===== src/source/rv_core_pkg.sv =====
// RV64I core shared definitions
`default_nettype none

package rv_core_pkg;

  localparam int XLEN = 64;
  localparam int ILEN = 32;
  localparam int RIDX_W = 5;
  localparam logic [XLEN-1:0] RESET_PC = '0;

  // kept operations, anything else decodes to OP_NOP
  typedef enum logic [3:0] {
    OP_ADD,
    OP_SUB,
    OP_AND,
    OP_OR,
    OP_XOR,
    OP_LUI,
    OP_LD,
    OP_SD,
    OP_BEQ,
    OP_BNE,
    OP_JAL,
    OP_NOP
  } op_e;

  typedef struct packed {
    logic            we;
    logic [XLEN-1:0] addr;
    logic [XLEN-1:0] wdata;
  } bus_req_t;

  typedef struct packed {
    logic [XLEN-1:0]   pc;
    op_e               op;
    logic [RIDX_W-1:0] rd;
    logic              rd_wen;
    logic [XLEN-1:0]   op1;
    logic [XLEN-1:0]   op2;
    logic [XLEN-1:0]   imm;
  } dec_t;

  typedef struct packed {
    logic [XLEN-1:0]   pc;
    op_e               op;
    logic [RIDX_W-1:0] rd;
    logic              rd_wen;
    logic [XLEN-1:0]   result;
    logic [XLEN-1:0]   addr;
    logic [XLEN-1:0]   sdata;
  } exe_t;

  typedef struct packed {
    logic [XLEN-1:0]   pc;
    logic [RIDX_W-1:0] rd;
    logic              rd_wen;
    logic [XLEN-1:0]   wdata;
  } wb_t;

  // outward-facing copy of the writeback record
  typedef struct packed {
    logic [XLEN-1:0]   pc;
    logic [RIDX_W-1:0] rd;
    logic              rd_wen;
    logic [XLEN-1:0]   wdata;
  } retire_t;

endpackage

`default_nettype wire

===== src/source/execute_stage.sv =====
// Integer execute
`timescale 1ns/1ns
`default_nettype none

module execute_stage (
  input  wire                              clk,
  input  wire                              i_rst,
  input  wire                              i_decoded,
  input  wire  rv_core_pkg::dec_t          i_dec,
  output logic                             o_executed,
  output rv_core_pkg::exe_t                o_exe,
  output logic                             o_jmp,
  output logic [rv_core_pkg::XLEN-1:0]     o_jmp_addr
);
  import rv_core_pkg::*;

  logic [XLEN-1:0] result;
  logic            taken;

  always_comb begin
    case (i_dec.op)
      OP_ADD:  result = i_dec.op1 + i_dec.op2;
      OP_SUB:  result = i_dec.op1 - i_dec.op2;
      OP_AND:  result = i_dec.op1 & i_dec.op2;
      OP_OR:   result = i_dec.op1 | i_dec.op2;
      OP_XOR:  result = i_dec.op1 ^ i_dec.op2;
      OP_LUI:  result = i_dec.imm;
      // link value
      OP_JAL:  result = i_dec.pc + XLEN'(4);
      default: result = '0;
    endcase
  end

  assign taken = (i_dec.op == OP_JAL) ||
                 (i_dec.op == OP_BEQ && i_dec.op1 == i_dec.op2) ||
                 (i_dec.op == OP_BNE && i_dec.op1 != i_dec.op2);

  always_ff @(posedge clk) begin
    if (i_rst) begin
      o_executed <= 1'b0;
      o_jmp      <= 1'b0;
    end else begin
      o_executed <= i_decoded;
      if (i_decoded) o_jmp <= taken;
    end
  end

  always_ff @(posedge clk) begin
    if (i_decoded) begin
      o_exe      <= '{pc: i_dec.pc, op: i_dec.op, rd: i_dec.rd, rd_wen: i_dec.rd_wen,
                      result: result, addr: i_dec.op1 + i_dec.imm, sdata: i_dec.op2};
      o_jmp_addr <= i_dec.pc + i_dec.imm;
    end
  end

endmodule

`default_nettype wire


===== config.mk =====
export PLATFORM = sky130hd
export DESIGN_NAME = execute_stage
export DESIGN_NICKNAME = d
export VERILOG_FILES = /design/src/source/rv_core_pkg.sv /design/src/source/execute_stage.sv
export SDC_FILE = /design/constraint.sdc
export NUM_CORES = 1
export LEC_CHECK = 0
export BUFFER_PORTS_ARGS = -buffer_cell sky130_fd_sc_hd__buf_4
export CAP_MARGIN = 10
export CORE_ASPECT_RATIO = 0.9
export CORE_MARGIN = 2
export CORE_UTILIZATION = 41
export CTS_CLUSTER_DIAMETER = 200
export DETAILED_ROUTE_END_ITERATION = 8
export GPL_TIMING_DRIVEN = 0
export HOLD_SLACK_MARGIN = 0.02
export MAX_ROUTING_LAYER = met4
export PLACE_DENSITY = 0.62
export SYNTH_ARGS = -nofsm -noshare
export SYNTH_HDL_FRONTEND = slang
export SYNTH_SLANG_ARGS = --single-unit

===== constraint.sdc =====
create_clock -name clk -period 9.8 [get_ports clk]
set_input_delay 0 -clock clk [delete_from_list [all_inputs] [get_ports clk]]
set_output_delay 0 -clock clk [all_outputs]
set_load 0.005 [all_outputs]

# Word level (Yosys, flattened, before mapping)

Cells that the tools add are included.

Add/subtract/negate cells: 5
Eq/ne operators: 10
Mux-type cells: 1
Bitwise gates (word level): 3
Reduce and logical (&&, ||, !) cells: 5

Operators by type and width:

| operator                                                        | count |
|---|---|
| 64-bit case mux with 7 select lines                             | 1 |
| 64-bit adder                                                    | 3 |
| 64-bit by 3-bit adder with 64-bit output, second input constant | 1 |
| 64-bit bitwise AND                                              | 1 |
| 64-bit == test                                                  | 1 |
| 64-bit inequality test                                          | 1 |
| 64-bit OR                                                       | 1 |
| 64-bit subtractor                                               | 1 |
| 64-bit XOR                                                      | 1 |
| 4-bit == test, second input constant                            | 3 |
| 4-bit by 2-bit == test with 1-bit output, second input constant | 2 |
| 4-bit by 3-bit == test with 1-bit output, second input constant | 2 |
| 4-bit by 1-bit == test with 1-bit output, second input constant | 1 |
| 4-bit logical NOT                                               | 1 |
| 1-bit logical AND                                               | 2 |
| 1-bit logical OR                                                | 2 |

Flip-flop bits (word level): 332
Input bits: 269
Output and inout bits: 332
Word-level logic and storage cells: 34

# Longest topological paths before layout

Word-level depth: 4
Gate-level depth with buffers: 15
Depth with buffers taken out: 15

# Least setup slack after synthesis

No wires, ideal clock.

Path kind: input port to flip-flop
Start: in i_dec[128] in the netlist's numbering
End: reg o_exe[170] in the netlist's numbering (data pin)
Arrival time: 2.988 ns
Setup slack: 6.558 ns
Cell stages on the path: 15
Path through: inv_1 ha_1 inv_1 fa_1 nor2b_1 o311ai_0 a21oi_1 a221oi_2 o21ai_2 a31oi_1 o21bai_1 a211o_1 a211oi_2 o221ai_1 a21o_1

Word-level cells in the longest chain between the ends: 2
Elaborated cells on any way between the ends: 3
Classes of those cells: add/sub: 2; mux: 1

RTL lines:

| item                                              | RTL line                                 | text |
|---|---|---|
| start, declared                                   | execute_stage.sv:9                       | `input wire rv_core_pkg::dec_t i_dec,` |
| 64-bit subtractor or 64-bit adder (tied branches) | execute_stage.sv:23, execute_stage.sv:22 |  |
| 64-bit case mux with 7 select lines (*)           | execute_stage.sv:21                      | `case (i_dec.op)` |
| via result[42]                                    | execute_stage.sv:17                      | `logic [XLEN-1:0] result;` |
| end signal, assigned                              | execute_stage.sv:50                      | `o_exe <= '{pc: i_dec.pc, op: i_dec.op, rd: i_dec.rd, rd_wen: i_dec.rd_wen,` |
| end, declared                                     | execute_stage.sv:11                      | `output rv_core_pkg::exe_t o_exe,` |

Mark *: on every way through the listed nets, which the timed path passes. The rest lies on a longest branch.
A chain may end at the register's enable or synchronous reset.

# Final worst setup path

Start: in i_dec[35] in the netlist's numbering
End: reg o_exe[124] in the netlist's numbering (data pin)

Word-level cells in the longest chain between the ends: 1

RTL lines:

| item         | RTL line            | text |
|---|---|---|
| 64-bit adder | execute_stage.sv:51 | `result: result, addr: i_dec.op1 + i_dec.imm, sdata: i_dec.op2};` |

No other way between the ends.

==> metrics list <==
- Summed over all cells, the static leakage comes to 16.63 nW.
* Nets: 4899
- Total setup buffers inserted after CTS: 0
* Area Overhead vs Synth: 31.55%
- Path category of the worst min-delay check: input port to flip-flop
- Setup violation total in the final timing report: 0
* Sequential share of the synthesized area: 33.27%
- The total overflow left after global routing is 0.
- After filler insertion, the fill cell instance count of the layout stands at 6763.
- Worst flop-to-flop path startpoint: o_jmp$_SDFFE_PP0P_
- Worst stage delay on the critical path: 1.15 ns
* Critical Path Source: i_dec[35]
* # H-tree levels: 2
- Across the VDD grid, the largest voltage drop is 161.8 uV.
- After clock tree synthesis, the clock-pin slew on the worst setup and hold paths is 0.06 ns.
* Slowest library cell on the worst path: sky130_fd_sc_hd__a2111oi_0
* Final Core Density: 54.71%
* CP Launch Type: input port
* Combinational group share of total power: 36.8%
- After synthesis, the largest family of logic cells by area is compound AO/OA/AOI/OAI gates.
- Proportion of synthesized flip-flops having asynchronous set or reset: 0%
- DR WL/cell: 27.81 um
* Final Critical Period: 5.468 ns
* Max-slew headroom at the worst pin: 2.054%
- Maximum clock rate: 182.9 MHz
* Portion of total power attributed to the clock network: 28.0%
* Number of warnings issued by yosys: 0
* Share of the synthesized area in compound gates (AO/OA/AOI/OAI): 26.21%
- The via count of the first global-routing pass is 29841.
- The most critical setup path has its endpoint at o_exe[124]$_DFFE_PP_.
* Post-synthesis sequential element count: 332
* Setup total negative slack: 0 ns
* Total routing usage reported by global routing: 38.66%
- Placed Instances: 4973
- CTS tree: built
- Measured along the y axis, the die boundary spans 260.2 um.
- P_sw: 0.001825 W
- Width of the chip: 288.7 um
- In this run, flip-flops and latches consume 35.2% of the power.
- Count of mapped cells out of synthesis: 3412
- In the synthesized netlist, mux cells make up 0.1339% of the area.
* Detailed Place HPWL: 116700 um
- Actual transition at the worst max-transition pin: 1.469 ns
- The number of nets in the synthesized netlist is 4020.
- Placer congestion estimate: 1.024
- Cell internal power dissipation: 0.003397 W
- The number of antenna violations at the first check in global routing is 6.
- Number of antenna-violating nets in the routed design: 0
- The worst setup path is captured at a flip-flop.
- Register-to-Register Setup Slack: 8.67 ns
- In the final layout, the share of cells above drive strength 1 is 16.88%.
- The number of slew-limit violations in the final report was 0.
- In the routed design, unresolved DRC markers number 0.
- The floorplan step defined a die boundary enclosing 75120 sq um.
- Clock Sinks: 332
* Cell type contributing the most total cell area after synthesis: sky130_fd_sc_hd__edfxtp_1
- Largest net degree at the start of global routing: 118
* Clk Latency, worst-skew pair: 0.57 ns
- Total vias in the final route: 32203
- Worst hold margin: 0.04139 ns
- Cell area after technology mapping: 29900 sq um
- Total Routed Length: 146800 um
- Worst Reg2Reg Path Length in Cells: 3
- At the worst endpoint, the arrival time is 5.78 ns.
- The first global-routing pass estimated 207000 um of wire.
* Critical Path Fanout Max: 6
- Max-cap violations in this run came to 0.
- Of the total synthesized cell area, the portion taken by full adders, half adders and majority gates is 14.28%.
* Flip-flop cell with the highest count after synthesis: sky130_fd_sc_hd__edfxtp_1
- After synthesis, the netlist uses 87 different library cells.
- Power Total: 0.005222 W
* Cell-by-cell trace of the critical path: dlygate4sd3_1 -> buf_4 -> ha_1 -> a21o_1 -> a21o_1 -> a2111oi_0 -> o21ai_0 -> o31ai_1 -> a21oi_1 -> o41ai_1 -> a21oi_1 -> a21o_1 -> a21oi_1 -> xnor2_1
- Detailed router's first-iteration violation count: 4082
- The count of buffers added on input and output ports is 600.
- Ranked by total cell area, the synthesized netlist is headed by sky130_fd_sc_hd__edfxtp_1, sky130_fd_sc_hd__ha_1, sky130_fd_sc_hd__a21oi_1.
* Run status: finished clean
- 601 I/O pins were placed.
- Worst reg2reg path endpoint: o_jmp$_SDFFE_PP0P_
- Number of synthesized flops with an enable pin: 330
- Via density per instance: 6.103
- At the worst endpoint, the required time is 10.11 ns.
- Initial Utilization: 41.59%
- Buffers inserted during clock tree synthesis total 39.
* Detailed-routing iteration count for the pre-antenna-repair pass: 9
- Of the available clock period, the critical path in the final layout requires 55.80%.
* Clock Path Buffers: 3
* Cell at the root of the clock tree: sky130_fd_sc_hd__clkbuf_16
- The finished layout holds 5277 standard cells, fillers aside.
- Number of rows in the core area: 93
* Xor/xnor share of the synthesized area: 5.477%
- Post-synthesis share of cell area spent on and, or, nand and nor gates: 15.53%
- Worst setup skew after layout: 0 ns
- The number of hold-slack violations in the final timing report is 0.
* Setup repair after global routing missed its margin: false
- Each instance of the synthesized netlist takes up on average 8.765 sq um.
- In this run the power density over the cells is 132.7 nW/um^2.
- In this run the biggest area consumer among cell types represents 33.14% of the synthesized area.
- The critical path is of the input port to flip-flop type.
- Switching part of the total: 34.95%
- Core Area: 71910 sq um
[state kept, by name, indices dropped and copies added (netlist names)]
| register | cells |
|---|---|
| o_exe | 266 |
| o_jmp_addr | 64 |
| o_executed | 1 |
| o_jmp | 1 |
[power groups by stage]
stage	Clock [W]	Combinational, W	Sequential [W]
3_5_place_dp	0	0.00179	0.00186
6_report	0.00146	0.00192	0.00184
3_3_place_gp	0	0.00179	0.00186
2_1_floorplan	0	0.000884	0.00188
5_1_grt	0.00153	0.00204	0.00185
4_1_cts	0.00148	0.00187	0.00184
[worst min-delay path by stage]
stage          startpoint                     to  cells after the start
2_1_floorplan       i_rst     o_jmp$_SDFFE_PP0P_                      1
3_3_place_gp        i_rst     o_jmp$_SDFFE_PP0P_                      2
3_5_place_dp        i_rst  o_executed$_SDFF_PP0_                      2
4_1_cts        i_dec[139]    o_exe[75]$_DFFE_PP_                      3
5_1_grt        i_dec[154]    o_exe[90]$_DFFE_PP_                      3
6_report       i_dec[139]    o_exe[75]$_DFFE_PP_                      3
[stage by stage]
stage | setup slack (ns) | instance area (sq um)
after floorplan | 6.558 | 29900
after global placement | 4.322 | 35600
after detailed placement | 4.592 | 35820
after CTS | 4.617 | 39300
after global routing | 4.266 | 39340
final | 4.332 | 39340
[routing by layer]
metal  GRT usage, %  wire (um)
met5              -          0
met4          10.78       4344
met3          7.254      13380
met2          58.28      65120
met1          52.92      63910
[cell usage in the layout (no fill, tap or decap), types with 50 or more instances in the layout]
| cell | instances |
|---|---|
| sky130_fd_sc_hd__nand3_1 | 94 |
| sky130_fd_sc_hd__o21bai_1 | 59 |
| sky130_fd_sc_hd__nor3_1 | 59 |
| sky130_fd_sc_hd__dlygate4sd3_1 | 224 |
| sky130_fd_sc_hd__inv_1 | 239 |
| sky130_fd_sc_hd__buf_4 | 602 |
| sky130_fd_sc_hd__edfxtp_1 | 330 |
| sky130_fd_sc_hd__o211ai_1 | 50 |
| sky130_fd_sc_hd__a21o_1 | 94 |
| sky130_fd_sc_hd__clkbuf_1 | 139 |
| sky130_fd_sc_hd__nand2_1 | 242 |
| sky130_fd_sc_hd__a221oi_1 | 60 |
| sky130_fd_sc_hd__nand4_1 | 57 |
| sky130_fd_sc_hd__o21ai_0 | 208 |
| sky130_fd_sc_hd__a21oi_1 | 333 |
| sky130_fd_sc_hd__xor2_1 | 68 |
| sky130_fd_sc_hd__xnor2_1 | 119 |
| sky130_fd_sc_hd__nor2_1 | 287 |
| sky130_fd_sc_hd__ha_1 | 335 |
[Yosys cell counts, types with 9 or more instances]
library cell and n:
sky130_fd_sc_hd__ha_1 335, sky130_fd_sc_hd__o21bai_1 59, sky130_fd_sc_hd__o21ai_0 208, sky130_fd_sc_hd__o31a_1 9, sky130_fd_sc_hd__nand2_1 242, sky130_fd_sc_hd__o21ai_1 10, sky130_fd_sc_hd__a22oi_1 30, sky130_fd_sc_hd__and3_1 40
sky130_fd_sc_hd__nor2_1 287, sky130_fd_sc_hd__buf_1 9, sky130_fd_sc_hd__o221ai_1 27, sky130_fd_sc_hd__a221oi_1 60, sky130_fd_sc_hd__or3_1 13, sky130_fd_sc_hd__o2111ai_1 16, sky130_fd_sc_hd__nor4_1 28, sky130_fd_sc_hd__a21boi_0 13
sky130_fd_sc_hd__buf_2 17, sky130_fd_sc_hd__and2_1 17, sky130_fd_sc_hd__xnor2_1 119, sky130_fd_sc_hd__nor3_1 60, sky130_fd_sc_hd__nor2b_1 40, sky130_fd_sc_hd__o22ai_1 36, sky130_fd_sc_hd__nand2b_1 25, sky130_fd_sc_hd__xor2_1 68
sky130_fd_sc_hd__a221o_1 18, sky130_fd_sc_hd__and4_1 12, sky130_fd_sc_hd__a21o_1 94, sky130_fd_sc_hd__o211ai_1 50, sky130_fd_sc_hd__inv_1 239, sky130_fd_sc_hd__a211oi_1 28, sky130_fd_sc_hd__a41oi_1 10, sky130_fd_sc_hd__nand4_1 57
sky130_fd_sc_hd__or4_1 9, sky130_fd_sc_hd__a21oi_1 333, sky130_fd_sc_hd__o31ai_1 30, sky130_fd_sc_hd__a2111oi_0 9, sky130_fd_sc_hd__clkbuf_1 133, sky130_fd_sc_hd__o21a_1 30, sky130_fd_sc_hd__nand3_1 94, sky130_fd_sc_hd__edfxtp_1 330
sky130_fd_sc_hd__a31oi_1 33
[area by class of cell]
| type | instances | area [sq um] | area share, % |
|---|---|---|---|
| clock buffer | 47 | 1049 | 2.665 |
| inverter | 239 | 897.1 | 2.280 |
| buffer | 160 | 625.6 | 1.590 |
| timing repair buffer | 838 | 6965 | 17.71 |
| tap | 950 | 1189 | 3.021 |
| antenna | 7 | 17.52 | 0.04453 |
| multi-input combinational | 2681 | 18460 | 46.92 |
| clock inverter | 23 | 187.7 | 0.4771 |
| sequential | 332 | 9950 | 25.29 |
[cell families after synthesis]
| kind of cell | after synthesis |
|---|---|
| AOI/OAI and AO/OA | 1188 |
| xor gates and xnor gates | 187 |
| adders and majority gates | 339 |
| buffers and inverters | 399 |
| DFF | 332 |
| muxes | 4 |
| and+or+nand+nor | 963 |
[critical path, delay by kind of cell]
| kind | cells | cell delay [ns] |
|---|---|---|
| adder cells (fa/ha/maj) | 1 | 0.37 |
| buffers and inverters | 2 | 0.72 |
| AO/OA/AOI/OAI | 10 | 4.58 |
| XOR/XNOR | 1 | 0.10 |
[repair_timing]
item / in CTS / in global routing
hold buffers: 224 / 0
resized for setup: 0 / 0
hold endpoints to repair: 276 / 0
Power figures use the tool's default switching activity.
