==> src/source/rv_core_pkg.sv <==
// RV64I core shared definitions
`default_nettype none

package rv_core_pkg;

  localparam int XLEN = 64;
  localparam int ILEN = 32;
  localparam int RIDX_W = 5;
  localparam logic [XLEN-1:0] RESET_PC = '0;

  // kept operations, anything else decodes to OP_NOP
  typedef enum logic [3:0] {
    OP_ADD,
    OP_SUB,
    OP_AND,
    OP_OR,
    OP_XOR,
    OP_LUI,
    OP_LD,
    OP_SD,
    OP_BEQ,
    OP_BNE,
    OP_JAL,
    OP_NOP
  } op_e;

  typedef struct packed {
    logic            we;
    logic [XLEN-1:0] addr;
    logic [XLEN-1:0] wdata;
  } bus_req_t;

  typedef struct packed {
    logic [XLEN-1:0]   pc;
    op_e               op;
    logic [RIDX_W-1:0] rd;
    logic              rd_wen;
    logic [XLEN-1:0]   op1;
    logic [XLEN-1:0]   op2;
    logic [XLEN-1:0]   imm;
  } dec_t;

  typedef struct packed {
    logic [XLEN-1:0]   pc;
    op_e               op;
    logic [RIDX_W-1:0] rd;
    logic              rd_wen;
    logic [XLEN-1:0]   result;
    logic [XLEN-1:0]   addr;
    logic [XLEN-1:0]   sdata;
  } exe_t;

  typedef struct packed {
    logic [XLEN-1:0]   pc;
    logic [RIDX_W-1:0] rd;
    logic              rd_wen;
    logic [XLEN-1:0]   wdata;
  } wb_t;

  // outward-facing copy of the writeback record
  typedef struct packed {
    logic [XLEN-1:0]   pc;
    logic [RIDX_W-1:0] rd;
    logic              rd_wen;
    logic [XLEN-1:0]   wdata;
  } retire_t;

endpackage

`default_nettype wire
==> src/source/fetch_stage.sv <==
// Instruction fetch
`timescale 1ns/1ns
`default_nettype none

module fetch_stage (
  input  wire                              clk,
  input  wire                              i_rst,
  input  wire                              i_done,
  input  wire                              i_jmp,
  input  wire  [rv_core_pkg::XLEN-1:0]     i_jmp_addr,
  output logic                             o_bus_req,
  output rv_core_pkg::bus_req_t            o_bus,
  input  wire                              i_bus_ack,
  input  wire  [rv_core_pkg::XLEN-1:0]     i_bus_rdata,
  output logic                             o_fetched,
  output logic [rv_core_pkg::XLEN-1:0]     o_pc,
  output logic [rv_core_pkg::ILEN-1:0]     o_inst
);
  import rv_core_pkg::*;

  logic [XLEN-1:0] pc;
  logic            boot;

  // word-aligned read of the doubleword holding pc
  assign o_bus = '{we: 1'b0, addr: {pc[XLEN-1:3], 3'b000}, wdata: '0};

  always_ff @(posedge clk) begin
    if (i_rst) begin
      pc        <= RESET_PC;
      boot      <= 1'b1;
      o_bus_req <= 1'b0;
      o_fetched <= 1'b0;
    end else begin
      o_fetched <= 1'b0;
      if (boot) begin
        boot      <= 1'b0;
        o_bus_req <= 1'b1;
      end else if (i_done) begin
        pc        <= i_jmp ? i_jmp_addr : pc + XLEN'(4);
        o_bus_req <= 1'b1;
      end else if (o_bus_req && i_bus_ack) begin
        o_bus_req <= 1'b0;
        o_fetched <= 1'b1;
      end
    end
  end

  always_ff @(posedge clk) begin
    if (o_bus_req && i_bus_ack) begin
      o_pc   <= pc;
      o_inst <= pc[2] ? i_bus_rdata[63:32] : i_bus_rdata[31:0];
    end
  end

endmodule

`default_nettype wire

==> config.mk <==
export PLATFORM = sky130hd
export DESIGN_NAME = fetch_stage
export DESIGN_NICKNAME = d
export VERILOG_FILES = /design/src/source/rv_core_pkg.sv /design/src/source/fetch_stage.sv
export SDC_FILE = /design/constraint.sdc
export NUM_CORES = 1
export LEC_CHECK = 0
export BUFFER_PORTS_ARGS = -buffer_cell sky130_fd_sc_hd__buf_2
export CAP_MARGIN = 20
export CORE_ASPECT_RATIO = 1.25
export CORE_MARGIN = 2
export CORE_UTILIZATION = 44
export DETAILED_ROUTE_END_ITERATION = 12
export HOLD_SLACK_MARGIN = 0.08
export PLACE_DENSITY = 0.77
export RECOVER_POWER = 50
export SLEW_MARGIN = 20
export SYNTH_ARGS = -nofsm -noshare
export SYNTH_HDL_FRONTEND = slang
export SYNTH_SLANG_ARGS = --single-unit
export TNS_END_PERCENT = 20
==> constraint.sdc <==
create_clock -name clk -period 3.1 [get_ports clk]
set_clock_uncertainty 0.2 [all_clocks]
set_input_delay 0.155 -clock clk [delete_from_list [all_inputs] [get_ports clk]]
set_output_delay 0.155 -clock clk [all_outputs]
set_load 0.02 [all_outputs]
=== Yosys cells after proc, flatten, opt, wreduce, memory -nomap -nowiden ===
Cells that the tools add are included.

* Register bits after elaboration: 163
* Logic and storage cells: 19
* Output and inout port bits: 227

* Bitwise logic cells: 1
* Reduce and logical (&&, ||, !) cells: 4
* Add/sub/neg operators: 1
* Mux-type cells: 7

{| class="wikitable"
|+ Operators by type and width
! cell !! number
|-
| $add 64x3->64 const B || 1
|-
| $mux 64 || 1
|-
| $mux 32 || 1
|-
| $mux 1 || 5
|-
| $reduce_bool 3->1 || 1
|-
| $reduce_or 3->1 || 1
|-
| $reduce_and 2->1 || 1
|-
| $logic_and 1x1->1 || 1
|-
| $not 1->1 || 1
|}

=== Depth between registers and ports, before layout ===
Gate-level depths: netlist of the first run.

* Depth in word-level cells: 4
* Mapped depth: 7

=== Worst setup path before layout of the first run ===
Ideal clock, no wire load.

* Path kind: reg-to-reg
* From: register o_bus_req
* To: register o_inst[0] in the netlist's numbering (enable)
* Setup slack: -0.291 ns
* Data arrival time: 2.725 ns
* Path buffers: 0
* Stages on the path, launching flop included: 2
* Path through: dfxtp_1 > and2_1

* Cells in the longest elaborated chain, start to end: 1

{| class="wikitable"
|+ RTL lines
! element !! line !! RTL
|-
| start, declared || fetch_stage.sv:11 || <nowiki>output logic o_bus_req,</nowiki>
|-
| start signal, assigned || fetch_stage.sv:31 || <nowiki>o_bus_req <= 1'b0;</nowiki>
|-
| start signal, assigned || fetch_stage.sv:37 || <nowiki>o_bus_req <= 1'b1;</nowiki>
|-
| start signal, assigned || fetch_stage.sv:40 || <nowiki>o_bus_req <= 1'b1;</nowiki>
|-
| $logic_and 1x1->1 || fetch_stage.sv:49 || <nowiki>if (o_bus_req && i_bus_ack) begin</nowiki>
|-
| end signal, assigned || fetch_stage.sv:51 || <nowiki>o_inst <= pc[2] ? i_bus_rdata[63:32] : i_bus_rdata[31:0];</nowiki>
|-
| end, declared || fetch_stage.sv:17 || <nowiki>output logic [rv_core_pkg::ILEN-1:0] o_inst</nowiki>
|}

No other way between the ends.
A chain may end at the register's enable or synchronous reset.

=== Final worst setup path of the first run ===
* From: register pc[20]
* To: register pc[37]

* Cells in the longest elaborated chain, start to end: 2

{| class="wikitable"
|+ RTL lines
! element !! line !! RTL
|-
| start, declared || fetch_stage.sv:21 || <nowiki>logic [XLEN-1:0] pc;</nowiki>
|-
| start signal, assigned || fetch_stage.sv:39 || <nowiki>pc <= i_jmp ? i_jmp_addr : pc + XLEN'(4);</nowiki>
|-
| $add 64x3->64 || fetch_stage.sv:39 ||
|-
| $mux 64 || fetch_stage.sv:39 ||
|}

No other way between the ends.

==> results of run 1 <==
-- flip-flops by register name (all words and copies together) (netlist names) --
name,cells
o_fetched,1
o_bus_req,1
o_pc,64
pc,64
o_inst,32
boot,1
-- cell usage in the layout, fill, tap and decap left out, types with 6 or more instances in the layout --
cell,n
or3_1,7
o31ai_1,6
inv_1,13
a31oi_1,29
dfxtp_1,63
or4_1,13
nand3_1,38
nor4_1,16
and2_1,6
o21ai_0,30
buf_2,290
nor3_1,29
mux2_2,32
and3_1,34
nand2_1,54
nand4_1,31
nor2_1,42
mux2i_1,6
conb_1,68
clkbuf_16,17
a21oi_1,55
edfxtp_1,96
o211ai_1,11
buf_4,20
a22oi_1,6
dlygate4sd3_1,144
a22o_1,6
a21o_1,10
-- report_power, final --
| part | switching (uW) | internal [uW] | total, uW |
|---|---|---|---|
| clock | 958 | 1300 | 2250 |
| sequential | 95.1 | 2400 | 2500 |
| combinational | 494 | 372 | 865 |
| total | 1550 | 4070 | 5620 |
-- through the flow --
step,hold slack [ns],power (uW)
3_3_place_gp,0.2164,3220
3_5_place_dp,0.2176,3230
5_1_grt,0.1334,5793
2_1_floorplan,-0.01728,3068
4_1_cts,0.09765,5629
6_report,0.1021,5618
-- layer usage --
layer | part of all wire, % | track usage (%)
met4 | 4.6 | 13.25
met1 | 37 | 29.57
met2 | 49 | 45.17
met3 | 9.6 | 6.752
met5 | 0 | 0
-- logic make-up (layout without fill, tap and decap cells) --
kind of cell / Yosys count / count (layout) / synth area share, %
other cells: 1 / 70 / 0.04253
fa+ha+maj: 1 / 1 / 0.1419
flops: 163 / 163 / 47.91
simple gates: 300 / 300 / 19.45
compound gates: 190 / 190 / 13.82
mux: 38 / 38 / 4.768
buf+inv: 195 / 505 / 13.86
-- worst max-delay path, delay by kind of cell, from the launching register on --
| family | cells | cell delay [ns] |
|---|---|---|
| AOI/OAI and AO/OA | 1 | 0.19 |
| DFF | 1 | 0.47 |
| buffers and inverters | 2 | 0.81 |
| and+or+nand+nor | 4 | 1.27 |
-- final timing paths --
| kind | slack, ns | to | cells past startpoint | start |
|---|---|---|---|---|
| hold / removal | 0.10 | pc[57]$_SDFFE_PP0P_ | 3 | i_jmp |
| setup reg to reg | 0.09 | pc[37]$_SDFFE_PP0P_ | 7 | pc[20]$_SDFFE_PP0P_ |
| hold reg to reg | 0.24 | o_pc[1]$_DFFE_PP_ | 0 | pc[1]$_SDFFE_PP0P_ |
| setup / recovery | 0.09 | pc[37]$_SDFFE_PP0P_ | 7 | pc[20]$_SDFFE_PP0P_ |
-- repair_timing --
action | in CTS | in global routing
setup buffers | 0 | 4
gates resized for setup | 0 | 8
hold endpoints to repair | 98 | 0
hold buffers | 144 | 0
endpoints found under the setup margin | 0 | 5
-- area by class of cell --
type / instances / area [sq um]
flip-flops and latches: 163 / 4229
clock inverters: 14 / 190.2
diodes: 2 / 5.005
clock buffers: 18 / 429.2
well taps: 265 / 331.6
repair buffers: 460 / 3122
fillers: 1651 / 7545
inverters: 13 / 48.80
multi-input cells: 597 / 3641
==> flow_summary.json, run 1 <==
{
  "power_density_nw_per_um2": 468.3,
  "drive_above_1_share_pct": 31.94,
  "antenna_found_initial": 2,
  "synth_cell_type_count": 62,
  "ys_top_cells_by_count": "buf_4, edfxtp_1, dfxtp_1",
  "max_slew_margin_pct": 45.27,
  "synthCells": 888,
  "setup_viol": 0,
  "min_path_type": "in2reg",
  "stdcell_count": 1532,
  "cap_violations": 0,
  "hold_violations": 0,
  "drt_iter0_markers": 742,
  "nNetsFinal": 1386,
  "placed_cells": 1350,
  "max_stage_delay_ns": 0.58,
  "h-tree-depth": 4,
  "peakVddDrop_mv": 0.3562,
  "yosysTopAreaCellShare_pct": 32.69,
  "cts-root-buf": "clkbuf_16",
  "path_max_fanout": 7,
  "min_period_ns": 3.012,
  "seq_area_frac_synth_pct": 47.91,
  "finalSetupTns_ns": 0,
  "rsz0062_at_grt": "yes",
  "post-synth-top-count-cell": "buf_4",
  "fmax_mhz": 332.0,
  "cp-end-kind": "register",
  "synth_enable_flop_cells": 96,
  "yosysTopAreaCell": "edfxtp_1",
  "clock-sinks": 163,
  "clk_latency_ns": 0.44,
  "place.gp.congestion": 0.9142,
  "grt-ovfl-total": 0,
  "grt_pass1_wl_um": 42640,
  "ant_nets": 0,
  "clk_pin_slew_ns": 0.07,
  "cts_buffers": 17,
  "dieHeight_um": 162.3,
  "die_w_um": 130.6,
  "period_share_pct": 97.16,
  "num_vias": 8489,
  "dp_hpwl_um": 19330,
  "finalWorstSetupSlack_ns": 0.08816,
  "worstPathRequired_ns": 3.28,
  "synth_area_sq_um": 8817,
  "cts_tree": "yes",
  "clockBufferDepth": 2,
  "p_leak_uw": 0.004943,
  "synth.ff_latch_count": 163,
  "yosysWarnings": 0,
  "maxSlewViolCount": 0,
  "viasPerCell": 5.541,
  "cpMaxStageDelayCell": "dlygate4sd3_1",
  "crit_chain": "nand4_4, nor4_4, buf_4, nand3_1, or4_1, a31oi_1, dlygate4sd3_1",
  "synth.area.top_cells": "edfxtp_1, dfxtp_1, buf_4",
  "start_util_pct": 45.12,
  "coreArea_sq_um": 19540,
  "synth.avg_cell_area_sq_um": 9.929,
  "syn_to_final_growth_pct": 36.06,
  "track_usage_pct": 26.17,
  "design_area_sq_um": 12000,
  "crit_arrival_ns": 3.19,
  "ios": 360,
  "die_area_sq_um": 21190,
  "num_rows": 57,
  "grt_max_degree": 87,
  "wl_um": 29270,
  "grt_pass1_vias": 7891,
  "outcome": "finished clean",
  "synthArstFlopShare_pct": 0,
  "drc": 0,
  "tightest_slew_ns": 0.8210,
  "placedInstanceArea_sq_um": 9894,
  "dr.pass1.iters": 6,
  "place_ws_ns": 0.2375,
  "startpoint_type": "register",
  "yosys_most_used_dff": "edfxtp_1",
  "critPathKind": "reg2reg",
  "io_buffer_count": 291,
  "final_util_pct": 61.39,
  "post_drt_wl_per_cell_um": 19.10
}
Note: power is estimated with default switching activity, not from simulation.
==> inputs of run 2 (changes only) <==
Settings changed: SETUP_SLACK_MARGIN set to 0.1.
==> run 2 against run 1 <==
Via count is 1.4% lower. Cell area is 2.2% lower. Die area stayed put. Sequential power hardly changed. Sequential share of layout area is 0.76 points higher. Routed wire length is 0.37% lower. Non-clock buffer count is 8 lower. Combinational power is 3.2% lower. Clock power hardly changed. Critical endpoint is now pc[56]$_SDFFE_PP0P_. Largest cell class unchanged. Largest power group unchanged.
==> flow_summary.json, run 2 (synthesis gave the netlist of run 1 again) <==
{
  "outcome": "finished clean",
  "clk_pin_slew_ns": 0.07,
  "place.gp.congestion": 0.9142,
  "cap_violations": 0,
  "syn_to_final_growth_pct": 33.06,
  "worstPathRequired_ns": 3.22,
  "grt-ovfl-total": 0,
  "cp-end-kind": "register",
  "final_common_cell": "clkbuf_1",
  "post_drt_wl_per_cell_um": 19.13,
  "placed_cells": 1350,
  "antenna_found_initial": 2,
  "r2r-start": "pc[35]$_SDFFE_PP0P_",
  "regArea_sq_um": 4225,
  "n_fill_cell": 1709,
  "cts_tree": "yes",
  "die_area_sq_um": 21190,
  "m1WireLength_um": 11020,
  "ios": 360,
  "largest_registers": "o_pc: 64 flops, pc: 64 flops, o_inst: 32 flops",
  "worstSetupPathDepth": 7,
  "fmax_mhz": 346.4,
  "grt_pass1_wl_um": 42550,
  "multi_input_area_sq_um": 3640,
  "track_usage_pct": 26.12,
  "cts-root-buf": "clkbuf_16",
  "drc": 0,
  "finalWorstSetupSlack_ns": 0.2128,
  "crit_start": "pc[35]$_SDFFE_PP0P_",
  "crit_arrival_ns": 3.00,
  "setup_viol": 0,
  "tightest_slew_ns": 0.8158,
  "maxSlewViolCount": 0,
  "hold_depth": 3,
  "min_path_type": "in2reg",
  "cts_buffers": 17,
  "stdcell_count": 1524,
  "num_rows": 57,
  "p_leak_uw": 0.004417,
  "nNetsFinal": 1378,
  "startpoint_type": "register",
  "dr.pass1.iters": 5,
  "coreArea_sq_um": 19540,
  "wl_um": 29160,
  "h-tree-depth": 4,
  "final_cell_mix": "clkbuf_1, buf_2, dlygate4sd3_1",
  "die_w_um": 130.6,
  "hold_start": "i_jmp",
  "viasPerCell": 5.492,
  "start_util_pct": 45.12,
  "ant_nets": 0,
  "grt_max_degree": 87,
  "met2_length_um": 14350,
  "dp_hpwl_um": 19330,
  "top_layer_used": "met4",
  "place_ws_ns": 0.2375,
  "hold_violations": 0,
  "grt_pass1_vias": 7872,
  "rsz0062_at_grt": "yes",
  "power_density_nw_per_um2": 476.9,
  "max_slew_margin_pct": 45.62,
  "critPathKind": "reg2reg",
  "io_buffer_count": 291,
  "drt_iter0_markers": 765,
  "cpMaxStageDelayCell": "dlygate4sd3_1",
  "finalSetupTns_ns": 0,
  "holdWs_ns": 0.1002,
  "min_period_ns": 2.887,
  "period_share_pct": 93.14,
  "path_max_fanout": 10,
  "peakVddDrop_mv": 0.3556,
  "path_delay_family": "buffers and inverters",
  "clock-sinks": 163,
  "dieHeight_um": 162.3,
  "worst-path-buf-inv": 2,
  "num_vias": 8370,
  "drive_above_1_share_pct": 19.97,
  "clockBufferDepth": 2,
  "crit_chain": "clkbuf_1, nand3_1, nor4_1, nand4_1, mux2i_1, a21oi_1, dlygate4sd3_1",
  "max_stage_delay_ns": 0.59,
  "cts_setup_buffers": 0,
  "clk_latency_ns": 0.43,
  "r2r_cells": 7,
  "wl_met3_um": 2569
}
==> run 2: cell types whose count changed in the layout (fill, tap and decap cells not counted), sizes merged <==
cell,delta
dlygate4sd3,-4
clkbuf,+146
buf,-150
==> run 2: timing repair <==
action                                 in CTS  in global routing
setup endpoints to repair                   0                  4
hold buffers                              140                  0
endpoints found under the hold margin      98                  0
resized for setup                           0                  1
==> run 2: through the flow <==
step	util [%]	instance area (sq um)	total power, uW
global route	60.04	11730	5767
detailed placement	50.63	9894	3230
finish	60.04	11730	5595
global placement	50.63	9894	3220
floorplan	-	9070	3068
CTS	60.97	11920	5626
==> run 2: layer usage <==
| metal | vias up | global-route usage, % |
|---|---|---|
| met5 | - | 0 |
| met3 | 75 | 6.785 |
| met4 | 0 | 13.39 |
| li1 | 3854 | - |
| met2 | 471 | 44.89 |
| met1 | 3970 | 29.59 |
==> run 2: path summary, 6_finish.rpt <==
check                        endpoint  slack (ns)
hold / removal    pc[57]$_SDFFE_PP0P_        0.10
hold reg to reg     o_pc[1]$_DFFE_PP_        0.24
setup / recovery  pc[56]$_SDFFE_PP0P_        0.21
setup reg to reg  pc[56]$_SDFFE_PP0P_        0.21
==> run 2: worst register-to-register path, delay by kind of cell, from the launching register on <==
family	cells	cell delay (ns)
DFF	1	0.31
buffers and inverters	2	1.00
AOI/OAI and AO/OA	1	0.08
and+or+nand+nor	3	0.95
muxes	1	0.22
==> run 2: cell type report <==
type	count	area share (%)
multi-input cells	597	31.02
repair buffers	452	24.40
inverters	13	0.4159
clock inverters	14	1.621
clock buffers	18	3.658
diodes	2	0.04266
flip-flops and latches	163	36.01
well taps	265	2.826
==> run 2: report_power, final <==
part | total (uW) | switching (uW) | internal, uW
logic | 837 | 493 | 344
registers | 2500 | 97.1 | 2400
clock network | 2260 | 961 | 1300
