**src/source/rv_core_pkg.sv**
```systemverilog
// RV64I core shared definitions
`default_nettype none

package rv_core_pkg;

  localparam int XLEN = 64;
  localparam int ILEN = 32;
  localparam int RIDX_W = 5;
  localparam logic [XLEN-1:0] RESET_PC = '0;

  // kept operations, anything else decodes to OP_NOP
  typedef enum logic [3:0] {
    OP_ADD,
    OP_SUB,
    OP_AND,
    OP_OR,
    OP_XOR,
    OP_LUI,
    OP_LD,
    OP_SD,
    OP_BEQ,
    OP_BNE,
    OP_JAL,
    OP_NOP
  } op_e;

  typedef struct packed {
    logic            we;
    logic [XLEN-1:0] addr;
    logic [XLEN-1:0] wdata;
  } bus_req_t;

  typedef struct packed {
    logic [XLEN-1:0]   pc;
    op_e               op;
    logic [RIDX_W-1:0] rd;
    logic              rd_wen;
    logic [XLEN-1:0]   op1;
    logic [XLEN-1:0]   op2;
    logic [XLEN-1:0]   imm;
  } dec_t;

  typedef struct packed {
    logic [XLEN-1:0]   pc;
    op_e               op;
    logic [RIDX_W-1:0] rd;
    logic              rd_wen;
    logic [XLEN-1:0]   result;
    logic [XLEN-1:0]   addr;
    logic [XLEN-1:0]   sdata;
  } exe_t;

  typedef struct packed {
    logic [XLEN-1:0]   pc;
    logic [RIDX_W-1:0] rd;
    logic              rd_wen;
    logic [XLEN-1:0]   wdata;
  } wb_t;

  // outward-facing copy of the writeback record
  typedef struct packed {
    logic [XLEN-1:0]   pc;
    logic [RIDX_W-1:0] rd;
    logic              rd_wen;
    logic [XLEN-1:0]   wdata;
  } retire_t;

endpackage

`default_nettype wire
```
**src/source/mem_arbiter.sv**
```systemverilog
// Shared bus arbiter
`timescale 1ns/1ns
`default_nettype none

module mem_arbiter (
  input  wire                              clk,
  input  wire                              i_rst,
  input  wire                              i_if_req,
  input  wire  rv_core_pkg::bus_req_t      i_if_bus,
  output logic                             o_if_ack,
  input  wire                              i_mem_req,
  input  wire  rv_core_pkg::bus_req_t      i_mem_bus,
  output logic                             o_mem_ack,
  output logic [rv_core_pkg::XLEN-1:0]     o_rdata,
  output logic                             o_bus_req,
  output rv_core_pkg::bus_req_t            o_bus,
  input  wire                              i_bus_ack,
  input  wire  [rv_core_pkg::XLEN-1:0]     i_bus_rdata
);
  import rv_core_pkg::*;

  typedef enum logic {OWN_IF, OWN_MEM} owner_e;

  owner_e owner_q;
  owner_e owner;
  logic   busy;

  // requesters never overlap, so any active one may take the bus
  assign owner     = busy ? owner_q : (i_mem_req ? OWN_MEM : OWN_IF);
  assign o_bus_req = (owner == OWN_MEM) ? i_mem_req : i_if_req;
  assign o_bus     = (owner == OWN_MEM) ? i_mem_bus : i_if_bus;
  assign o_if_ack  = i_bus_ack && (owner == OWN_IF);
  assign o_mem_ack = i_bus_ack && (owner == OWN_MEM);
  assign o_rdata   = i_bus_rdata;

  always_ff @(posedge clk) begin
    if (i_rst) begin
      busy    <= 1'b0;
      owner_q <= OWN_IF;
    end else begin
      owner_q <= owner;
      busy    <= o_bus_req && !i_bus_ack;
    end
  end

endmodule

`default_nettype wire

```
**config.mk**
```make
export PLATFORM = sky130hd
export DESIGN_NAME = mem_arbiter
export DESIGN_NICKNAME = d
export VERILOG_FILES = /design/src/source/rv_core_pkg.sv /design/src/source/mem_arbiter.sv
export SDC_FILE = /design/constraint.sdc
export NUM_CORES = 1
export LEC_CHECK = 0
export BUFFER_PORTS_ARGS = -buffer_cell sky130_fd_sc_hd__buf_4
export CORE_AREA = 5 5 198 200
export CTS_CLUSTER_SIZE = 28
export DETAILED_ROUTE_END_ITERATION = 7
export DIE_AREA = 0 0 203 205
export PLACE_DENSITY = 0.33
export RECOVER_POWER = 50
export SETUP_SLACK_MARGIN = 0.2
export SYNTH_ARGS = -nofsm -noshare
export SYNTH_HDL_FRONTEND = slang
export SYNTH_SLANG_ARGS = --single-unit
```
**constraint.sdc**
```tcl
create_clock -name clk -period 3.75 [get_ports clk]
set_input_delay 0.5625 -clock clk [delete_from_list [all_inputs] [get_ports clk]]
set_output_delay 0.5625 -clock clk [all_outputs]
set_load 0.02 [all_outputs]
```
After elaboration in Yosys (flattened, before gate mapping)
Cells that the tools add are included.

Word-level logic and storage cells: 11. Input bits: 327. Output and inout port bits: 196. Flip-flop bits (word level): 2.

Muxes and demuxes: 4. Bitwise gates (word level): 1. Reduce and logical (&&, ||, !) cells: 4.

Operator list (number): $mux 129 (1); $logic_and 1x1->1 (3); $mux 1 (3); $logic_not 1->1 (1); $not 1->1 (1).

Depth between registers and ports, before layout
Gate-level depths: netlist of run 1.

Depth after elaboration: 4. Gate-level depth with buffers: 4. Mapped depth without buffers: 2.

Worst setup path before layout of run 1
OpenSTA, ideal clock, no wires.

Kind: in2out. Start: in i_mem_req. End: out o_bus[100] in the netlist's numbering. Stages on the path: 4. Arrival: 1560 ps. Data required time: 3188 ps. Setup slack: 1628 ps. Path buffers: 2. Path through: mux2i_2 buf_4 buf_4 mux2_1.

RTL lines: start: declaration (RTL line mem_arbiter.sv:11) `input wire i_mem_req,`; end: declaration (RTL line mem_arbiter.sv:16) `output rv_core_pkg::bus_req_t o_bus,`.

==> results.md, run 1 <==
- For this design, the sink count on the clock tree is 2.
- Setup repair after global routing left no endpoint under its margin.
- Detailed routing inserted a total of 2931 vias.
- The port buffer count is approximately 400.
- The count of synthesis-stage warnings from yosys is 0.
- The number of instances in the synthesized netlist is 218.
- At the worst endpoint, the required time is 3.19 ns.
- The compound-cell area share of the yosys netlist is 0.01116.
- The largest vdd supply drop is 0.0001651 V.
- The type of element capturing the critical path is an output port.
- 523 I/O pins were placed.
- The core outline area is between 0.03 and 0.04 mm2.
- The slack of the critical path is 1.077 ns.
- The switching part of the total is 0.3935.
- The largest net degree at the start of global routing is 68.
- In the global route stage, overall resource usage came out at 0.05649.
- Of the total synthesized cell area, the portion taken by XOR and XNOR cells is 0.
- Timing analysis after detailed placement gives a worst setup slack of roughly 1.2 ns.
- Summed over all layers, the global routing overflow is 0.
- In this run, synthesis produced a sequential element count of 2.
- Routability-driven placement finished with a final weighted congestion of 0.7019.
- The worst hold path belongs to the class in -> reg.
- The net count of the finished layout is about 870.
- The largest family of logic cells by synthesized area is multiplexers.
- The overall die width is 203 um.
- The later-pin clock latency in the skew report is between 0.2 and 0.25 ns.
- Of the available clock period, the critical path in the final layout requires 0.7127.
- The net count after synthesis is roughly 550.
- Dividing the detail-routed wire length by the instance count gives between 10 and 15 um.
- For the worst setup path, the data arrival time is around 2.1 ns.
- Setup violations remaining at the end of the flow were counted as 0.
- The number of cell rows is slightly above 70.
- The root buffer selected by CTS is sky130_fd_sc_hd__clkbuf_16.
- The final setup skew is just under 0.0009 ns.
- The part of the power in combinational logic is 0.807.
- The fmax is 0.3742 GHz.
- In this run the power spent charging and discharging nets is 371.7 uW.
- Post-CTS repair changed the size of 0 cells.
- The ratio of cells with drive above 1 in the final layout is 0.7811.
- The TritonCTS clock tree is built.
- Setup slack on the worst reg-to-reg path comes out at between 2 and 2.5 ns.
- The vertical extent of the die is about 200 um.
- The arithmetic-cell share of the synthesized area counting full adders, half adders and majority gates is 0.
- In this run the remaining antenna-violating nets after routing total 0.
- The largest area contributor in the synthesized netlist is sky130_fd_sc_hd__mux2_1.
- The cell-internal power is between 500 and 600 uW.
- The reported leakage power is between 0.002 and 0.0025 uW.
- The run finished with clean final reports.
- The share of total power dissipated in the clock network is 0.168.
- Buffers added to address setup during post-CTS repair amount to 0.
- The number of global-route vias before repair is ~3100.
- Once detailed placement completed, the half-perimeter wirelength came to around 12 mm.
- The part of the power in registers is 0.025.
- The simple-gate portion of the synthesized area is 0.01116.
- The overall routed net length is 13.77 mm.
- The overall power after layout is ~940 uW.
- The setup TNS after final layout is 0 ns.
- The worst-case hold slack is about 0.51 ns.
- Yosys attributes the largest share of cell area to sky130_fd_sc_hd__mux2_1, sky130_fd_sc_hd__mux2_2, sky130_fd_sc_hd__buf_4, sky130_fd_sc_hd__dfxtp_1, sky130_fd_sc_hd__buf_2.
- The part of the Yosys area used for sequential elements is 0.01879.
- The initial core utilization is 0.05725.
- The portion of netlist area occupied by mux cells is 0.6882.
- The repair_antennas step left the layout with diodes totalling 0.
- The longest clock path from root to sink contains 2 buffers.
- The floorplan step defined a die boundary enclosing 0.04162 mm2.
- At the pin with the least slew margin, the transition time is 0.4703 ns.
- The max-slew headroom at the worst pin is 0.6775.
- The largest fanout on the critical path is 67.
- The first TritonRoute pass finished after 4 iterations.
- The ratio of routed vias to standard cells is 2.893.
- The hold violation count in the final report is 0.
- The cell area that synthesis handed to floorplanning was ~0.0021 mm2.
- The shortest clock period the worst path allows after layout is 2.673 ns.
- The max-cap violation count is 0.
- Counting the buffers created by CTS gives 3.
- The post-synthesis cell type count is 14.
- The critical path is of the in -> out type.
- In this run the number of H-tree levels came out at 1.
- The cell count after placement is between 1000 and 1500.
- The area growth from synthesis to layout is 139.5%.
- After detailed routing, the number of remaining DRC violations is 0.
- The count of hold-fix buffers inserted at cts is 0.
- The area fraction of the dominant cell type after synthesis is 0.4069.
- The clock edge transition at the registers on the reported setup and hold paths is roughly 0.03 ns.
- Dividing the synthesized area by the synthesized cell count gives slightly below 10 um2.
- The first global-routing pass estimated 18.04 mm of wire.
- For this design the ratio of total power to cell area is 185.1 mW/mm2.
- The number of antenna violations at the first check in global routing is 1.
- The worst setup path is launched from a primary input.
- The final max-slew violation count is 0.
- The number of non-filler instances in the completed layout is just over 1000.
- After the first detailed-routing iteration, the DRC count stood at 74.
cell type report:
cell class	count	area [um2]
repair buffers	396	2882
well taps	474	593.1
multi-input cells	137	1510
clock buffers	3	75.07
inverters	1	3.754
fillers	4299	32120
flip-flops and latches	2	40.04
cells in the final DEF, fill, tap and decap left out, drive strengths merged:
cell type | synthesis | routed
inv | 1 | 1
a21bo | 1 | 1
a21oi | 1 | 1
nor2b | 1 | 1
buf | 78 | 364
mux2i | 1 | 1
clkbuf | 0 | 35
and2 | 1 | 1
a2111oi | 1 | 1
nor3b | 1 | 1
nor2 | 1 | 1
dfxtp | 2 | 2
mux2 | 129 | 129
sequential cells by signal, summed over array words and instances (netlist names):
name / count
busy: 1
owner_q: 1
cell families after synthesis:
group / count (synthesis)
buffers and inverters: 79
muxes: 130
DFF: 2
AOI/OAI and AO/OA: 3
and+or+nand+nor: 4
routing by layer:
metal  GRT usage  part of all wire  up-vias
li1            -                 -     1355
met1     0.04708              0.29     1290
met2      0.1140              0.55      238
met3     0.02232              0.12       46
met4     0.02789             0.038        2
met5           0           0.00094        -
metrics by stage:
| step | cell area (um2) | util |
|---|---|---|
| finish | 5104 | 0.1371 |
| global route | 5104 | 0.1371 |
| CTS | 5233 | 0.1406 |
| floorplan | 2131 | - |
| global placement | 5157 | 0.1386 |
| detailed placement | 5157 | 0.1386 |
synth_stat cells, drive strengths merged:
master,count
nor2b,1
and2,1
nor3b,1
dfxtp,2
a2111oi,1
a21oi,1
nor2,1
mux2i,1
a21bo,1
inv,1
buf,78
mux2,129
power by group through the flow:
stage | sequential (uW) | clock, uW | combinational, uW
2_1_floorplan | 24.1 | 0 | 461
3_3_place_gp | 24.9 | 0 | 805
3_5_place_dp | 24.9 | 0 | 800
4_1_cts | 24.6 | 160 | 804
5_1_grt | 24.1 | 164 | 809
6_report | 23.9 | 159 | 762
final timing paths:
check                           from                  to  cells past startpoint
setup / recovery           i_mem_req           o_bus[57]                      5
hold / removal                 i_rst  owner_q$_SDFF_PP0_                      2
setup reg to reg     busy$_SDFF_PP0_  owner_q$_SDFF_PP0_                      3
hold reg to reg   owner_q$_SDFF_PP0_     busy$_SDFF_PP0_                      2
worst max-delay path, cell delays in order:
cell	delay [ns]
sky130_fd_sc_hd__buf_4	0.11
sky130_fd_sc_hd__mux2i_1	0.37
sky130_fd_sc_hd__buf_12	0.34
sky130_fd_sc_hd__mux2_1	0.43
sky130_fd_sc_hd__buf_4	0.18
No activity file was read; power rests on OpenSTA's default activity.
==> run 2: changes to the inputs <==
ABC_AREA = 1   (was unset)
CORE_AREA = 5 5 200 202   (was 5 5 198 200)
DIE_AREA = 0 0 205 207   (was 0 0 203 205)
clock period = 2.59 ns   (was 3.75 ns; I/O delays follow)
==> results.md, run 2 <==
- The setup TNS after final layout is 0 ns (unchanged).
- The starting DRC count in detailed routing was 169 (+130%).
- The reported leakage power is 0.003053 uW (+28%).
- The part of the Yosys area used for sequential elements was 0.01812 (-0.0006703).
- In the post-synthesis netlist, the biggest area contributors are sky130_fd_sc_hd__nand2_1, sky130_fd_sc_hd__buf_4, sky130_fd_sc_hd__buf_2, sky130_fd_sc_hd__dfxtp_1, sky130_fd_sc_hd__buf_6.
- The number of antenna violations at the first check in global routing is 0 (-1).
- The endpoint arrival time on the critical path is 1.79 ns (-0.32 ns).
- The number of instances in the synthesized netlist was 497 (+130%).
- The overflow left after global routing is 0 (unchanged).
- The clock edge transition at the registers on the reported setup and hold paths is 0.03 ns (about the same).
- The overall die width is 205 um (+0.99%).
- Derived from the worst setup path, the maximum achievable clock frequency is 0.4584 GHz.
- The initial core utilization is 0.05799 (+0.0007397).
- The number of ports placed on the die boundary is 523 (unchanged).
- The classification of the worst-slack hold path is in -> reg.
- The floorplan die area came to 0.04244 mm2 (+2.0%).
- The data required time of the worst path is 2.20 ns (-0.99 ns).
- The ratio of routed vias to standard cells is 3.012 (+4.1%).
- The largest vdd supply drop is 0.0001802 V (+9.1%).
- The number of remaining DRC errors was 0 (unchanged).
- The final antenna-violating net count is 0 (unchanged).
- The maximum number of buffers from clock root to sink is 2 (unchanged).
- The TritonCTS clock tree is built.
- The top cell types in the final layout, fill and taps aside, are sky130_fd_sc_hd__nand2_1, sky130_fd_sc_hd__buf_4, sky130_fd_sc_hd__clkbuf_1.
- Setup repair after global routing left no endpoint under its margin.
- The number of buffers added for setup after CTS is 0 (unchanged).
- The mapped cell area is 0.002210 mm2 (+3.7%).
- The kind of launch point of the worst setup path is a register.
- The largest area contributor in the synthesized netlist is sky130_fd_sc_hd__nand2_1.
- The number of H-tree levels came to 1 (unchanged).
- The signal on the critical path passes through inv_1 -> nand2_1 -> nand2_1 -> buf_4 -> nand2_1 -> nand2_1 -> buf_4.
- The number of enable flip-flop cells after synthesis was 0 (unchanged).
- The wire length of the first global-routing pass came to 21.31 mm (+18%).
- The number of global-route vias before repair is 4023 (+31%).
- The area fraction of the dominant cell type after synthesis is 0.6659 (+0.2590).
- The core outline area is 0.03811 mm2 (+2.4%).
- The max-cap violation count is 0 (unchanged).
- The post-synthesis cell type count is 13 (-1).
- The count of inserted antenna diode cells is 0 (unchanged).
- Leaving out fill and tap cells, the most frequent cell in the layout is sky130_fd_sc_hd__nand2_1.
- The post-synthesis to final-layout area growth is 135.1%.
- The largest fanout on the critical path is 62 (-7.5%).
- The share of flip-flops with an asynchronous set or reset is 0 (unchanged).
- The cell with the most instances after synthesis is sky130_fd_sc_hd__nand2_1.
- The net count after synthesis was 824 (+51%).
- The total track usage is 0.06269 (+0.006198).
- The count of nets after finishing is 1135 (+31%).
- By count the netlist is led by sky130_fd_sc_hd__nand2_1, sky130_fd_sc_hd__buf_4, sky130_fd_sc_hd__buf_2.
- The master of the slowest instance on the critical path is sky130_fd_sc_hd__buf_4.
- The detailed-placement wirelength estimate is 13.27 mm (+7.4%).
- The worst-margin pin slew is 0.6528 ns (+0.1825 ns).
- The final max-slew violation count is 0 (unchanged).
- The final setup violation count is 0 (unchanged).
- The largest stage delay on the critical path was 0.54 ns (+0.11 ns).
- The count of TritonRoute iterations in the first routing pass is 4 (unchanged).
- The shortest clock period the worst path allows after layout is roughly 2.2 ns.
- The power density over cell area is 282.9 mW/mm2 (+53%).
- The number of resized instances in the post-cts repair step was 0 (unchanged).
- Dividing the final minimum period by the clock period gives 0.8423.
- The post-detailed-route wirelength per cell is 11.52 um (-15%).
- The hold violation count in the final report is 0 (unchanged).
- The most numerous cell type found on the critical path is sky130_fd_sc_hd__nand2_1.
- The max-slew headroom at the worst pin is 0.5648 (-0.1127).
- The ratio of cells with drive above 1 in the final layout is 0.4628 (-0.3183).
- The worst-case hold slack came to 0.3313 ns (-0.1785 ns).
- The total number of vias came to 3988 (+36%).
- The count of hold-fix buffers inserted at cts is 0 (unchanged).
- The largest registers in the layout are busy (1), owner_q (1).
- The later-pin clock latency in the skew report was 0.22 ns (about the same).
- The final setup skew was 0.0008479 ns (-0.00001756 ns).
- The port buffer count is 394 (unchanged).
- The overall routed net length is 15.25 mm (+11%).
- The synthesized flop and latch total is 2 (unchanged).
- The synthesized area per cell is 4.446 um2 (-55%).
- The number of buffers created by CTS was 3 (unchanged).
- The number of cell rows is 72 (+1.4%).
- The final weighted congestion in routability-driven placement is 0.7127 (+1.5%).
- The critical setup path kind is reg -> out.
- The largest net degree at the start of global routing came to 69 (+1.5%).
- Clock tree synthesis selected as its root buffer the cell sky130_fd_sc_hd__clkbuf_16.
- The count of synthesis-stage warnings from yosys is 0 (unchanged).
- The flow ran to the end, and the final reports show no timing, DRC or antenna violations.
- The worst setup path is captured at an output port.
- The vertical extent of the die was 207 um (+0.98%).
- The dominant register cell in the synthesized netlist is sky130_fd_sc_hd__dfxtp_1.
- The number of sinks handled by clock tree synthesis was 2 (unchanged).
-- run 2: cell count changes after synthesis, sizes merged, moves of 2 or more --
cell,change
inv,+3
clkbuf,+2
nor2,+2
mux2,-129
buf,+12
nand2,+393
-- run 2: logic make-up (layout without fill, tap and decap cells) --
family / after synthesis / count (layout) / share of synthesized area
AND/OR/NAND/NOR: 398 / 398 / 0.6789
AO/OA/AOI/OAI: 1 / 1 / 0.002263
flip-flops: 2 / 2 / 0.01812
buffers and inverters: 96 / 405 / 0.3007
-- run 2: critical path, delay by kind of cell, from the launching register on --
kind          cells  cell delay (ns)
simple gates      4             0.46
buf+inv           3             0.76
flops             1             0.30
-- run 2: worst paths after layout --
check | startpoint | to | slack (ns) | depth (start not counted)
worst min-delay path | i_rst | owner_q$_SDFF_PP0_ | 0.33 | 2
worst max-delay path | busy$_SDFF_PP0_ | o_bus[14] | 0.41 | 7
worst max register to register | busy$_SDFF_PP0_ | owner_q$_SDFF_PP0_ | 1.34 | 6
worst min register to register | owner_q$_SDFF_PP0_ | busy$_SDFF_PP0_ | 0.56 | 4
-- run 2: layout make-up --
class | count | area, um2
sequential | 2 | 40.04
clock buffer | 3 | 75.07
timing repair buffer | 398 | 2913
inverter | 4 | 16.27
fill | 4510 | 32910
multi-input combinational | 399 | 1503
tap | 518 | 648.1
-- run 2: metrics by stage --
| step | total power (uW) | std cells | util | cell area, um2 | setup WS (ns) |
|---|---|---|---|---|---|
| after floorplan | 736.8 | 497 | - | 2210 | 1.125 |
| after global placement | 1306 | 1321 | 0.1375 | 5241 | 0.5324 |
| after detailed placement | 1296 | 1321 | 0.1375 | 5241 | 0.5435 |
| after CTS | 1536 | 1324 | 0.1395 | 5316 | 0.4263 |
| after global routing | 1582 | 1324 | 0.1363 | 5195 | 0.2518 |
| final | 1469 | 1324 | 0.1363 | 5195 | 0.4085 |
-- run 2: power breakdown --
| group | leakage, uW | total, uW | internal (uW) | switching [uW] |
|---|---|---|---|---|
| clock | 0.0000370 | 233 | 197 | 36.7 |
| combinational | 0.00300 | 1200 | 560 | 642 |
| sequential | 0.0000166 | 33.9 | 33.0 | 0.979 |
-- run 2: routing by layer --
layer / vias up / GRT usage / wire [um]
met2: 313 / 0.1195 / 7434
met3: 37 / 0.02643 / 2302
met1: 1623 / 0.05629 / 4786
li1: 2015 / - / -
met4: 0 / 0.02957 / 725
met5: - / 0 / 0
==> run 3: changes to the inputs <==
ABC_AREA = 0   (was 1)
CORE_AREA = 5 5 202 204   (was 5 5 200 202)
DIE_AREA = 0 0 207 209   (was 0 0 205 207)
PLACE_DENSITY = 0.32   (was 0.33)
clock period = 2.1 ns   (was 2.59 ns; I/O delays follow)
==> results.md, run 3 (synthesized netlist as in run 1, its figures left out) <==
- The ratio of routed vias to standard cells is 2.874 (-4.6%).
- The layer carrying the most global-route usage is met2.
- The final antenna-violating net count came to 0 (unchanged).
- The number of global-route vias before repair is 3504 (-13%).
- The type of element capturing the critical path is an output port.
- Leaving out fill and tap cells, the most frequent cell in the layout is sky130_fd_sc_hd__buf_4.
- In this run the worst setup path begins at busy$_SDFF_PP0_.
- The count of hold-fix buffers inserted at cts was 0 (unchanged).
- The library cells used most frequently in the layout, excluding fill and tap cells, are sky130_fd_sc_hd__buf_4, sky130_fd_sc_hd__buf_6, sky130_fd_sc_hd__mux2_4.
- The critical path's most frequent cell is sky130_fd_sc_hd__buf_6.
- The overflow left after global routing is 0 (unchanged).
- The max-slew headroom at the worst pin is 0.7906 (+0.2258).
- The detailed-placement wirelength estimate is 12.90 mm (-2.8%).
- The final reports fail on setup timing.
- The wire length of the first global-routing pass is 21.41 mm (+0.48%).
- The reported leakage power is 0.003369 uW (+10%).
- The final setup violation count is 8 (+8).
- The critical path goes through mux2i_4 -> buf_6 -> buf_12 -> buf_12 -> buf_6 -> mux2_4 -> buf_6.
- The ratio of cells with drive above 1 in the final layout was 0.9790 (+0.5162).
- The number of sinks handled by clock tree synthesis was 2 (unchanged).
- Timing would allow up to 0.4723 GHz.
- The power density over cell area was 343.7 mW/mm2 (+22%).
- The largest net degree at the start of global routing is 18 (-74%).
- The clock edge transition at the registers on the reported setup and hold paths is 0.03 ns (about the same).
- The data required time of the worst path is 1.78 ns (-0.42 ns).
- The number of remaining DRC errors came to 0 (unchanged).
- The setup path with the least slack is of type reg -> out.
- In the final layout, the registers with the most flip-flops are busy (1), owner_q (1).
- The total track usage is 0.06330 (+0.0006090).
- The number of cell rows was 73 (+1.4%).
- TritonCTS built the clock tree.
- The hold-critical path depth is 2 (unchanged).
- The overall routed net length came to 15.98 mm (+4.8%).
- The count of nets after finishing is 900 (-21%).
- The number of buffers created by CTS is 3 (unchanged).
- The number of ports placed on the die boundary is 523 (unchanged).
- The final max-slew violation count is 0 (unchanged).
- The met3 track demand over resource was 0.02297 (-0.003462).
- The register-to-register setup slack is 0.94 ns (-0.40 ns).
- The largest stage delay on the critical path is 0.35 ns (-0.19 ns).
- The vertical extent of the die is 209 um (+0.97%).
- The hold violation count in the final report came to 0 (unchanged).
- The number of antenna violations at the first check in global routing is 0 (unchanged).
- The max-cap violation count is 0 (unchanged).
- The final instance area came to 0.006624 mm2 (+28%).
- The endpoint identified for the worst register-to-register timing path is owner_q$_SDFF_PP0_.
- The final setup skew is 0.0004456 ns (-0.0004022 ns).
- The count of TritonRoute iterations in the first routing pass is 4 (unchanged).
- The met1 demand-to-capacity share in global routing is 0.06265 (+0.006365).
- The initial core utilization is 0.05451 (-0.003479).
- The post-detailed-route wirelength per cell is 14.58 um (+27%).
- The master of the slowest instance on the critical path is sky130_fd_sc_hd__dfxtp_4.
- The slack of the critical path is -0.01724 ns (-0.4257 ns).
- The overall die width is 207 um (+0.98%).
- The worst hold path begins at i_rst.
- Setup repair after global routing could not meet its margin everywhere.
- The depth of the worst register-to-register path was 5 (-1).
- The post-placement cell area came to 0.005371 mm2 (+2.5%).
- The final weighted congestion in routability-driven placement is 0.7626 (+7.0%).
- The setup TNS after final layout came to -0.09849 ns (-0.09849 ns).
- The largest vdd supply drop is 0.0001215 V (-33%).
- The count of inserted antenna diode cells is 0 (unchanged).
- The endpoint arrival time on the critical path is 1.80 ns (about the same).
- The floorplan die area was 0.04326 mm2 (+2.0%).
- The kind of launch point of the worst setup path is a register.
- The total number of vias is 3150 (-21%).
- The flow ran to the end, but the final reports show violations.
- The number of H-tree levels is 1 (unchanged).
- The classification of the worst-slack hold path is in -> reg.
- The worst hold endpoint is owner_q$_SDFF_PP0_.
- From synthesis to final layout, the design area changed by 210.9%.
- The shortest clock period the worst path allows after layout is roughly 2.1 ns.
- The largest fanout on the critical path is 7 (-89%).
- The later-pin clock latency in the skew report is 0.22 ns (about the same).
- The worst-margin pin slew is 0.3062 ns (-0.3466 ns).
- The starting DRC count in detailed routing is 68 (-60%).
- The global routing met2 resource utilization is 0.1200 (+0.0005074).
- The core outline area was 0.03909 mm2 (+2.6%).
- Clock tree synthesis selected as its root buffer the cell sky130_fd_sc_hd__clkbuf_16.
- The maximum number of buffers from clock root to sink is 2 (unchanged).
- The startpoint identified for the worst register-to-register timing path is busy$_SDFF_PP0_.
- The port buffer count came to 394 (unchanged).
- The period utilization is 1.008.
run 3: cell count changes in the layout (fill, tap and decap cells not counted), moves of 4 or more:
cell / change
sky130_fd_sc_hd__buf_6: +115
sky130_fd_sc_hd__nand2_1: -393
sky130_fd_sc_hd__clkbuf_1: -30
sky130_fd_sc_hd__buf_8: +9
sky130_fd_sc_hd__mux2_4: +107
sky130_fd_sc_hd__mux2_2: +16
sky130_fd_sc_hd__mux2_1: +6
sky130_fd_sc_hd__clkbuf_16: +4
sky130_fd_sc_hd__buf_4: -74
sky130_fd_sc_hd__buf_12: +4
run 3: metal layers:
metal | part of all wire | vias to the layer above
met5 | 0 | -
met1 | 0.33 | 1442
met4 | 0.037 | 0
met2 | 0.54 | 249
li1 | - | 1419
met3 | 0.097 | 40
run 3: worst max path at each step:
stage	slack, ns	to
6_report	-0.02	o_bus[6]
5_1_grt	-0.09	o_bus[49]
4_1_cts	-0.04	o_bus[67]
3_5_place_dp	0.14	o_bus[10]
3_3_place_gp	0.14	o_bus[80]
2_1_floorplan	0.37	o_bus[100]
run 3: worst max-delay path, delay by kind of cell, from the launching register on:
kind / cells / cell delay (ns)
mux: 2 / 0.56
flops: 1 / 0.35
buf+inv: 5 / 0.66
run 3: cell type report:
cell class,instances,area (um2)
clock buffer,3,75.07
fill,4354,32470
inverter,1,3.754
multi-input combinational,137,1934
sequential,2,43.79
tap,525,656.9
timing repair buffer,428,3910
run 3: per-stage QoR:
stage	power, uW	hold WS (ns)	setup slack (ns)	std cells	util
2_1_floorplan	866.6	0.3874	0.3697	218	-
3_3_place_gp	1537	0.4931	0.1402	1076	0.1374
3_5_place_dp	1528	0.5000	0.1425	1076	0.1374
4_1_cts	2011	0.2744	-0.04376	1087	0.1506
5_1_grt	2390	0.2795	-0.09050	1096	0.1694
6_report	2277	0.2708	-0.01724	1096	0.1694
run 3: power breakdown:
group,switching (uW),internal (uW),leakage (uW),total (uW)
clock network,39.5,242,0.0000370,281
logic,754,1200,0.00332,1950
registers,3.12,40.3,0.0000172,43.4
run 3: repair_timing:
action	CTS	global route
setup buffers	6	5
hold endpoints to repair	0	0
endpoints found under the setup margin	130	131
gates cloned	2	4
resized for setup	89	164
pin swaps	1	0
